[src/design/sysctl_defines.svh]
`ifndef SYSCTL_DEFINES_SVH
`define SYSCTL_DEFINES_SVH

// Refresh timer runs 0..REFRESH_LAST, one step per E fall
`define REFRESH_LAST 10
`define REFRESH_BITS 4

// Long timer counts refresh groups
`define LTIMER_BITS 12

`define QOS_WIDTH 4 // QoS countdown width

// Register map
`define QOS_SETTINGS_ADDR 8'h00
`define QOS_STATUS_ADDR 8'h04 // qosEn above the QoS count

`define AXI_RESP_OKAY 2'b00
`define AXI_RESP_SLVERR 2'b10

`endif

[src/design/sysCtlPkg.sv]
`default_nettype none

package sysCtlPkg;

	// Peripheral chip selects, gated by bus activity
	typedef struct packed {
		logic iack;  // Interrupt acknowledge
		logic via;
		logic iwm;   // Floppy controller
		logic scc;   // Serial controller
		logic scsi;
		logic sndWr; // Sound buffer write
	} qosSelect_t;

	// Slow bits follow qosSelect_t order
	typedef struct packed {
		logic slowIack;
		logic slowVia;
		logic slowIwm;
		logic slowScc;
		logic slowScsi;
		logic slowSndWr;
		logic slowClockGate;      // Sound writes may gate the CPU clock
		logic [3:0] slowInterval; // Refresh groups to hold QoS
	} qosSettings_t;

	typedef struct packed {
		logic req;
		logic urg; // Refresh overdue soon
	} refreshStatus_t;

	// One-cycle pulses plus C8M health
	typedef struct packed {
		logic eFall;
		logic c8mFall;
		logic c8mAlive;
	} clkEvents_t;

	typedef struct packed {
		logic [7:0] awaddr;
		logic awvalid;
		logic [31:0] wdata;
		logic [3:0] wstrb;
		logic wvalid;
		logic bready;
		logic [7:0] araddr;
		logic arvalid;
		logic rready;
	} axiLiteReq_t;

	typedef struct packed {
		logic awready;
		logic wready;
		logic [1:0] bresp;
		logic bvalid;
		logic arready;
		logic [31:0] rdata;
		logic [1:0] rresp;
		logic rvalid;
	} axiLiteResp_t;

endpackage

`default_nettype wire

[src/design/clockEdgeDetect.sv]
`timescale 1ns/1ps
`default_nettype none

module clockEdgeDetect import sysCtlPkg::*; (
	input wire logic CLK,
	input wire logic rst,
	input wire logic e,   // E clock, asynchronous
	input wire logic c8m, // 8 MHz bus clock, asynchronous
	output clkEvents_t events
);

	logic [1:0] eHist;   // Bit 0 is the newest sample
	logic [3:0] c8mHist; // Longer history for the stall check

	always_ff @(posedge CLK) begin
		if (rst) begin
			eHist <= '0;
			c8mHist <= '0;
			events <= '0;
		end else begin
			eHist <= {eHist[0], e};
			c8mHist <= {c8mHist[2:0], c8m};
			events.eFall <= eHist[1] & ~eHist[0];
			events.c8mFall <= c8mHist[1] & ~c8mHist[0];
			// Four equal samples means C8M has stopped
			if (c8mHist == 4'b0000 || c8mHist == 4'b1111) begin
				events.c8mAlive <= 1'b0;
			end else if (c8mHist[1:0] == 2'b01) begin
				events.c8mAlive <= 1'b1; // Fresh rising sample
			end
		end
	end

endmodule

`default_nettype wire

[src/design/intervalTimers.sv]
`timescale 1ns/1ps
`default_nettype none
`include "sysctl_defines.svh"

module intervalTimers import sysCtlPkg::*; (
	input wire logic CLK,
	input wire logic rst,
	input wire clkEvents_t events,
	output refreshStatus_t refresh,
	output logic timerTick, // End of each refresh group
	output logic longTick   // Long timer wrap
);

	logic [`REFRESH_BITS-1:0] refTimer;
	logic [`LTIMER_BITS-1:0] lTimer;
	logic refLast;
	logic lLast;

	assign refLast = refTimer == `REFRESH_BITS'(`REFRESH_LAST);
	assign lLast = &lTimer;

	// Refresh timer, one state per E period
	always_ff @(posedge CLK) begin
		if (rst) begin
			refTimer <= '0;
			refresh <= '0;
			timerTick <= 1'b0;
		end else begin
			timerTick <= events.eFall & refLast;
			if (events.eFall) begin
				refTimer <= refLast ? '0 : refTimer + 1'b1;
				refresh.req <= !refLast; // Quiet only after the last state
				refresh.urg <= refTimer == `REFRESH_BITS'(`REFRESH_LAST - 2) ||
					refTimer == `REFRESH_BITS'(`REFRESH_LAST - 1);
			end
		end
	end

	// Long timer for the startup sequence
	always_ff @(posedge CLK) begin
		if (rst) begin
			lTimer <= '0;
			longTick <= 1'b0;
		end else begin
			longTick <= timerTick & lLast;
			if (timerTick) lTimer <= lTimer + 1'b1; // Wraps naturally
		end
	end

endmodule

`default_nettype wire

[src/design/qosThrottle.sv]
`timescale 1ns/1ps
`default_nettype none
`include "sysctl_defines.svh"

module qosThrottle import sysCtlPkg::*; (
	input wire logic CLK,
	input wire logic rst,
	input wire logic inReset, // Startup holds the throttle idle
	input wire logic bact,
	input wire logic nAs,
	input wire logic asRf,    // Active-low refresh-cycle strobe
	input wire qosSelect_t sel,
	input wire qosSettings_t settings,
	input wire clkEvents_t events,
	input wire logic timerTick,
	output logic qosEn,
	output logic mcke,
	output logic [`QOS_WIDTH-1:0] qosCount
);

	qosSelect_t selR; // Selects seen during bus activity
	logic slowHit;
	logic otherSel;
	logic gateEn;

	// Any select whose slow bit is set
	assign slowHit = (selR.iack & settings.slowIack) | (selR.via & settings.slowVia) |
		(selR.iwm & settings.slowIwm) | (selR.scc & settings.slowScc) |
		(selR.scsi & settings.slowScsi) | (selR.sndWr & settings.slowSndWr);
	assign otherSel = selR.iack | selR.via | selR.iwm | selR.scc | selR.scsi;

	always_ff @(posedge CLK) begin
		if (rst) begin
			selR <= '0;
			qosCount <= '0;
			gateEn <= 1'b0;
			qosEn <= 1'b0;
			mcke <= 1'b1;
		end else begin
			selR <= bact ? sel : '0;
			if (inReset) begin
				qosCount <= '0;
			end else if (slowHit) begin
				qosCount <= `QOS_WIDTH'(settings.slowInterval); // Reload the hold time
			end else if (timerTick && qosCount != '0) begin
				qosCount <= qosCount - 1'b1; // One step per refresh group
			end
			// Clock gate armed only by sound writes
			if (inReset || otherSel) gateEn <= 1'b0;
			else if (selR.sndWr && settings.slowClockGate) gateEn <= 1'b1;
			if (inReset) qosEn <= 1'b0;
			else if (!bact) qosEn <= qosCount != '0; // Change only between bus cycles
			if (!nAs) mcke <= 1'b1; // Never stall a running CPU cycle
			else mcke <= !(qosEn && gateEn && !asRf && !events.c8mFall);
		end
	end

endmodule

`default_nettype wire

[src/design/qosRegs.sv]
`timescale 1ns/1ps
`default_nettype none
`include "sysctl_defines.svh"

module qosRegs import sysCtlPkg::*; (
	input wire logic CLK,
	input wire logic rst,
	input wire axiLiteReq_t axiIn,
	output axiLiteResp_t axiOut,
	output qosSettings_t settings,
	input wire logic qosEn,
	input wire logic [`QOS_WIDTH-1:0] qosCount
);

	logic wrAccept;
	logic rdAccept;
	logic wrHit;      // Write to the settings register
	logic bvalidR;
	logic rvalidR;
	logic [1:0] brespR;
	logic [1:0] rrespR;
	logic [31:0] rdataR;

	// Accept only while no response of the same kind is pending
	assign wrAccept = axiIn.awvalid & axiIn.wvalid & ~bvalidR;
	assign rdAccept = axiIn.arvalid & ~rvalidR;
	assign wrHit = axiIn.awaddr == `QOS_SETTINGS_ADDR;

	always_ff @(posedge CLK) begin
		if (rst) begin
			settings <= '0;
			bvalidR <= 1'b0;
		end else if (wrAccept) begin
			bvalidR <= 1'b1;
			if (wrHit && axiIn.wstrb[0]) settings[7:0] <= axiIn.wdata[7:0];
			if (wrHit && axiIn.wstrb[1]) settings[10:8] <= axiIn.wdata[10:8];
		end else if (axiIn.bready) begin
			bvalidR <= 1'b0;
		end
	end

	// Status address is read-only, so only the settings address is OKAY
	always_ff @(posedge CLK) begin
		if (wrAccept) brespR <= wrHit ? `AXI_RESP_OKAY : `AXI_RESP_SLVERR;
	end

	always_ff @(posedge CLK) begin
		if (rst) rvalidR <= 1'b0;
		else if (rdAccept) rvalidR <= 1'b1;
		else if (axiIn.rready) rvalidR <= 1'b0;
	end

	// Read data held until the response is taken
	always_ff @(posedge CLK) begin
		if (rdAccept) begin
			case (axiIn.araddr)
				`QOS_SETTINGS_ADDR: begin
					rdataR <= 32'(settings);
					rrespR <= `AXI_RESP_OKAY;
				end
				`QOS_STATUS_ADDR: begin
					rdataR <= 32'({qosEn, qosCount});
					rrespR <= `AXI_RESP_OKAY;
				end
				default: begin
					rdataR <= '0;
					rrespR <= `AXI_RESP_SLVERR;
				end
			endcase
		end
	end

	always_comb begin
		axiOut.awready = wrAccept; // Address and data taken together
		axiOut.wready = wrAccept;
		axiOut.bresp = brespR;
		axiOut.bvalid = bvalidR;
		axiOut.arready = rdAccept;
		axiOut.rdata = rdataR;
		axiOut.rresp = rrespR;
		axiOut.rvalid = rvalidR;
	end

endmodule

`default_nettype wire

[src/design/startupControl.sv]
`timescale 1ns/1ps
`default_nettype none

module startupControl import sysCtlPkg::*; (
	input wire logic CLK,
	input wire logic rst,
	input wire logic nResIn, // Reset button
	input wire logic nIpl2,  // NMI button
	input wire clkEvents_t events,
	input wire logic longTick,
	output logic nPor,
	output logic inReset,
	output logic nResOut,
	output logic nBrIob,     // Bus request to the host, active low
	output logic aoutOe      // PDS address and control drive
);

	typedef enum logic [1:0] {stHold0, stHold1, stNmiWin, stRun} startState_t;

	startState_t state;
	logic [1:0] nResSync; // Button synchronizer
	logic [1:0] nIplSync;

	assign inReset = !nPor || !nResSync[1];

	always_ff @(posedge CLK) begin
		if (rst) begin
			nPor <= 1'b0;
			nResSync <= '0;
			nIplSync <= 2'b11;
			state <= stHold0;
			nResOut <= 1'b0;
			nBrIob <= 1'b0;
			aoutOe <= 1'b0;
		end else begin
			nPor <= events.c8mAlive;
			nResSync <= {nResSync[0], nResIn};
			nIplSync <= {nIplSync[0], nIpl2};
			// Lost C8M restarts the whole sequence
			if (!nPor) state <= stHold0;
			else if (state == stHold0 && longTick) state <= stHold1;
			else if (state == stHold1 && longTick) state <= stNmiWin;
			else if (state == stNmiWin && longTick && nIplSync[1]) state <= stRun;
			case (state)
				stHold0, stHold1: begin
					aoutOe <= 1'b0; // Tristate PDS bus
					nResOut <= 1'b0;
					nBrIob <= 1'b0; // Request the host bus
				end
				stNmiWin: begin
					aoutOe <= 1'b0;
					nResOut <= 1'b0;
					if (!nIplSync[1]) nBrIob <= 1'b1; // NMI gives the bus back
				end
				default: begin
					aoutOe <= !nBrIob;
					if (longTick) nResOut <= 1'b1; // Release reset one period later
				end
			endcase
		end
	end

endmodule

`default_nettype wire

[src/design/sysCtlTop.sv]
`timescale 1ns/1ps
`default_nettype none
`include "sysctl_defines.svh"

module sysCtlTop import sysCtlPkg::*; (
	input wire logic CLK,
	input wire logic rst,
	input wire logic e,
	input wire logic c8m,
	input wire logic nResIn,
	input wire logic nIpl2,
	input wire logic nAs,
	input wire logic asRf,
	input wire logic bact,
	input wire qosSelect_t sel,    // Raw peripheral selects
	input wire axiLiteReq_t axiIn,
	output axiLiteResp_t axiOut,
	output refreshStatus_t refresh,
	output logic nPor,
	output logic nResOut,
	output logic nBrIob,
	output logic aoutOe,
	output logic qosEn,
	output logic mcke
);

	clkEvents_t events;
	qosSettings_t settings;
	logic timerTick;
	logic longTick;
	logic inReset;
	logic [`QOS_WIDTH-1:0] qosCount; // Throttle count for the status register

	clockEdgeDetect edge_i (.*);
	intervalTimers timers_i (.*);
	qosRegs regs_i (.*);
	qosThrottle throttle_i (.*);
	startupControl startup_i (.*);

endmodule

`default_nettype wire

[config.mk]
export PLATFORM = sky130hd
export DESIGN_NAME = sysCtlTop
export DESIGN_NICKNAME = d
export VERILOG_FILES = /design/src/design/sysCtlPkg.sv /design/src/design/clockEdgeDetect.sv /design/src/design/intervalTimers.sv /design/src/design/qosThrottle.sv /design/src/design/qosRegs.sv /design/src/design/startupControl.sv /design/src/design/sysCtlTop.sv
export VERILOG_INCLUDE_DIRS = /design/src /design/src/design
export SDC_FILE = /design/constraint.sdc
export NUM_CORES = 1
export LEC_CHECK = 0
export BUFFER_PORTS_ARGS = -buffer_cell sky130_fd_sc_hd__buf_2
export CAP_MARGIN = 10
export CORE_MARGIN = 2
export CORE_UTILIZATION = 55
export CTS_BUF_LIST = sky130_fd_sc_hd__clkbuf_4
export DETAILED_ROUTE_END_ITERATION = 8
export PLACE_DENSITY_LB_ADDON = 0.1
export SYNTH_ARGS = -nofsm -noshare
export SYNTH_HDL_FRONTEND = slang
export SYNTH_SLANG_ARGS = --single-unit
[constraint.sdc]
create_clock -name CLK -period 3.7 [get_ports CLK]
set_input_delay 0.74 -clock CLK [delete_from_list [all_inputs] [get_ports CLK]]
set_output_delay 0.74 -clock CLK [all_outputs]
set_load 0.005 [all_outputs]
==> reports/summary.json <==
{
  "status": {"value": "finished clean"},
  "numCtsBuffers": {"value": 9},
  "crit_chain": {"value": "buf_2 > nor2b_1 > buf_4 > buf_2"},
  "route.met2.wl": {"value": 2720, "unit": "um"},
  "synthesis.area": {"value": 3230, "unit": "um2"},
  "filler_cell_count": {"value": 489},
  "cts_htree_levels": {"value": 3},
  "route.detailed.wl_per_inst": {"value": 11.8, "unit": "um"},
  "skew": {"value": 0.0127, "unit": "ns"},
  "number_of_flops_mapped_to_enable_cells_by_yosys": {"value": 13},
  "fin_util": {"value": 66.2, "unit": "%"},
  "floorplan.initialDensity": {"value": 57.7, "unit": "%"},
  "end_point_of_the_worst_hold_path": {"value": "throttle_i.gateEn"},
  "required_time_worst_endpoint": {"value": 2.96, "unit": "ns"},
  "route.top_layer_used": {"value": "met4"},
  "crit_slowest_cell": {"value": "sky130_fd_sc_hd__buf_4"},
  "worst_hold_path.num_cells": {"value": 1},
  "vias_per_inst": {"value": 5.02},
  "netlist_instances": {"value": 322},
  "num_antenna_cells": {"value": 0},
  "clockRootBuffer": {"value": "sky130_fd_sc_hd__clkbuf_4"},
  "max-slew-margin-rel": {"value": 40.7, "unit": "%"},
  "worst_ir_drop_vdd": {"value": 281, "unit": "uV"},
  "hp-class": {"value": "reg -> reg"},
  "worstSetupPathType": {"value": "in -> out"},
  "drt_iter0_markers": {"value": 54},
  "cp_top_family": {"value": "buffers and inverters"},
  "tritoncts": {"value": "built"},
  "worst_setup_path_start_kind": {"value": "input pin"},
  "dieWidth": {"value": 80.7, "unit": "um"},
  "regToRegSetupSlack": {"value": 2.04, "unit": "ns"},
  "detailedPlacementHpwl": {"value": 3960, "unit": "um"},
  "fin_setup_tns": {"value": 0, "unit": "ns"},
  "core": {"value": 5610, "unit": "um2"},
  "timing.hold.worst.start": {"value": "throttle_i.selR[1]"},
  "pwr_density_cell": {"value": 426, "unit": "nW/um2"},
  "maxClockFrequency": {"value": 0.492, "unit": "GHz"},
  "post_cts_resized": {"value": 0},
  "most_frequent_standard_cell_in_the_layout_excluding_fill_and_tap_cells": {"value": "sky130_fd_sc_hd__buf_2"},
  "crit-reg2reg-launch": {"value": "timers_i.timerTick"},
  "fin_hold_ws": {"value": 0.423, "unit": "ns"},
  "die_area": {"value": 6510, "unit": "um2"},
  "unrepaired_setup_endpoints_after_global_routing": {"value": "false"},
  "postSynth.asyncResetShare": {"value": 0, "unit": "%"},
  "endpoint_kind": {"value": "primary output"},
  "netlist_top_cells_area": {"value": "sky130_fd_sc_hd__dfxtp_1 40%, sky130_fd_sc_hd__edfxtp_1 12%, sky130_fd_sc_hd__buf_4 6.5%"},
  "power_leakage": {"value": 1.59, "unit": "nW"},
  "synth.ff_latch_count": {"value": 78},
  "detail_route.wirelength.met1": {"value": 2400, "unit": "um"},
  "grt_max_degree": {"value": 52},
  "totalWireLength": {"value": 5570, "unit": "um"},
  "grt_antenna_before_repair": {"value": 0},
  "crit_top_cell": {"value": "sky130_fd_sc_hd__buf_2"},
  "syn_area_per_cell": {"value": 10.0, "unit": "um2"},
  "synth_cell_type_count": {"value": 45},
  "ys.flop_type": {"value": "sky130_fd_sc_hd__dfxtp_1"},
  "worst-endpoint-arrival": {"value": 1.29, "unit": "ns"},
  "synth_largest_area_cell": {"value": "sky130_fd_sc_hd__dfxtp_1"},
  "yosysWarnings": {"value": 0},
  "finalPower": {"value": 1.58, "unit": "mW"},
  "place_congestion": {"value": 0.760},
  "ff2ff_path_depth": {"value": 3},
  "max_cap_violations": {"value": 0},
  "final_min_period_over_clock_period": {"value": 54.9, "unit": "%"},
  "detailroute.wirelength.met3": {"value": 343, "unit": "um"},
  "cts_setup_buffers": {"value": 0},
  "yosys.area.top_type_share": {"value": 40.2, "unit": "%"},
  "regToRegEndpoint": {"value": "timers_i.lTimer[5]"},
  "critical_path_cell_count": {"value": 4},
  "crit_path_max_fanout": {"value": 13},
  "fin_crit": {"value": 2.03, "unit": "ns"},
  "count_of_vias_placed_by_the_detailed_router": {"value": 2359},
  "num_rows": {"value": 27},
  "area.growth.synth_to_final": {"value": 14.8, "unit": "%"},
  "cts_hold_buffers": {"value": 0},
  "critical-path-max-stage-delay": {"value": 0.20, "unit": "ns"},
  "grt_usage": {"value": 18.4, "unit": "%"},
  "combined_buffer_and_inverter_count_along_the_critical_path": {"value": 3},
  "drtAntennaViolNets": {"value": 0},
  "grt_first_pass_wirelength": {"value": 9160, "unit": "um"},
  "number_of_remaining_drc_errors": {"value": 0},
  "setup_violations": {"value": 0},
  "final_nets": {"value": 471},
  "chipHeight": {"value": 80.7, "unit": "um"},
  "ios": {"value": 121},
  "synth.yosys.seq_area_share": {"value": 52.3, "unit": "%"},
  "report.final.slew_viol_count": {"value": 0},
  "most-common-layout-cells": {"value": "74 x sky130_fd_sc_hd__buf_2, 65 x sky130_fd_sc_hd__dfxtp_1, 40 x sky130_fd_sc_hd__nor2_1, 23 x sky130_fd_sc_hd__conb_1, 17 x sky130_fd_sc_hd__mux2i_1"},
  "worst_skew_pair.late_latency": {"value": 0.40, "unit": "ns"},
  "grt_remaining_overflow": {"value": 0},
  "drive_above_1_share": {"value": 25.1, "unit": "%"},
  "cts_max_path_buffers": {"value": 2},
  "placement.io_buffers": {"value": 74},
  "final-hold-violation-count": {"value": 0},
  "firstDrtPassIters": {"value": 4},
  "worst_slew_pin_slew": {"value": 0.889, "unit": "ns"},
  "number_of_global_route_vias_before_repair": {"value": 2163},
  "cts.reportedPaths.clkPinSlew": {"value": 0.12, "unit": "ns"},
  "clock-sinks": {"value": 78}
}
==> metal layers <==
layer	vias to the layer above	global-route usage, %
met5	-	0
met4	0	7.97
met3	13	5.96
met2	62	32.0
met1	1090	20.6
li1	1194	-
==> worst max path at each step <==
stage | start | end
after floorplan | axiIn[1] | axiOut[35]
after global placement | rst | throttle_i.qosCount[2]
after detailed placement | axiIn[50] | regs_i.settings[2]
after CTS | axiIn[1] | axiOut[35]
after global routing | axiIn[1] | axiOut[35]
final | axiIn[1] | axiOut[35]
==> metrics by stage <==
| step | cell area [um2] | std cells | setup slack (ns) |
|---|---|---|---|
| global route | 3710 | 470 | 1.61 |
| CTS | 3710 | 470 | 1.66 |
| floorplan | 3320 | 344 | 1.37 |
| finish | 3710 | 470 | 1.67 |
| detailed placement | 3530 | 454 | 1.61 |
| global placement | 3530 | 454 | 1.62 |
==> cell usage after synthesis (2+ instances only) <==
cell	instances
sky130_fd_sc_hd__dfxtp_1	65
sky130_fd_sc_hd__nor2_1	40
sky130_fd_sc_hd__buf_4	28
sky130_fd_sc_hd__mux2i_1	17
sky130_fd_sc_hd__a21oi_1	15
sky130_fd_sc_hd__nand2_1	14
sky130_fd_sc_hd__edfxtp_1	13
sky130_fd_sc_hd__nor2b_1	13
sky130_fd_sc_hd__and2_1	12
sky130_fd_sc_hd__inv_1	11
sky130_fd_sc_hd__nor3_1	8
sky130_fd_sc_hd__clkbuf_1	6
sky130_fd_sc_hd__ha_1	6
sky130_fd_sc_hd__xnor2_1	6
sky130_fd_sc_hd__nand3_1	5
sky130_fd_sc_hd__nor3b_1	5
sky130_fd_sc_hd__nor4_1	5
sky130_fd_sc_hd__o21ai_0	5
sky130_fd_sc_hd__nand2b_1	4
sky130_fd_sc_hd__nand4_1	4
sky130_fd_sc_hd__xor2_1	4
sky130_fd_sc_hd__a211oi_1	3
sky130_fd_sc_hd__a22oi_1	3
sky130_fd_sc_hd__a31oi_1	3
sky130_fd_sc_hd__buf_1	2
sky130_fd_sc_hd__nand3b_1	2
sky130_fd_sc_hd__nor4_2	2
sky130_fd_sc_hd__o21a_1	2
sky130_fd_sc_hd__or2_2	2
sky130_fd_sc_hd__or3_2	2
==> state kept, by name, indices dropped and copies added (netlist names), 3 cells and up <==
signal	count
throttle_i.qosCount	4
regs_i.settings	11
edge_i.events	3
regs_i.rdataR	11
edge_i.c8mHist	4
timers_i.refTimer	4
throttle_i.selR	6
timers_i.lTimer	12
==> cell families after synthesis <==
kind of cell / count (synthesis) / synth area share, %
AND/OR/NAND/NOR: 125 / 20.9
XOR/XNOR: 10 / 2.71
flip-flops: 78 / 52.3
AO/OA/AOI/OAI: 36 / 7.00
adder cells (fa/ha/maj): 6 / 2.32
other: 1 / 0.116
buffers and inverters: 48 / 9.05
multiplexers: 18 / 5.61
==> final cells by class <==
class	instances	area, um2	share of cell area [%]
Clock buffer	9	67.6	1.82
Inverter	11	41.3	1.11
Clock inverter	7	113	3.03
Sequential cell	78	1690	45.6
Tap cell	72	90.1	2.43
Timing Repair Buffer	75	378	10.2
Multi-Input combinational cell	218	1330	35.9
==> power by group <==
part,internal (mW),leakage (nW),switching [mW]
clock network,0.339,0.0973,0.282
registers,0.878,0.652,0.00744
logic,0.0374,0.842,0.0390
No activity file was read; power rests on OpenSTA's default activity.
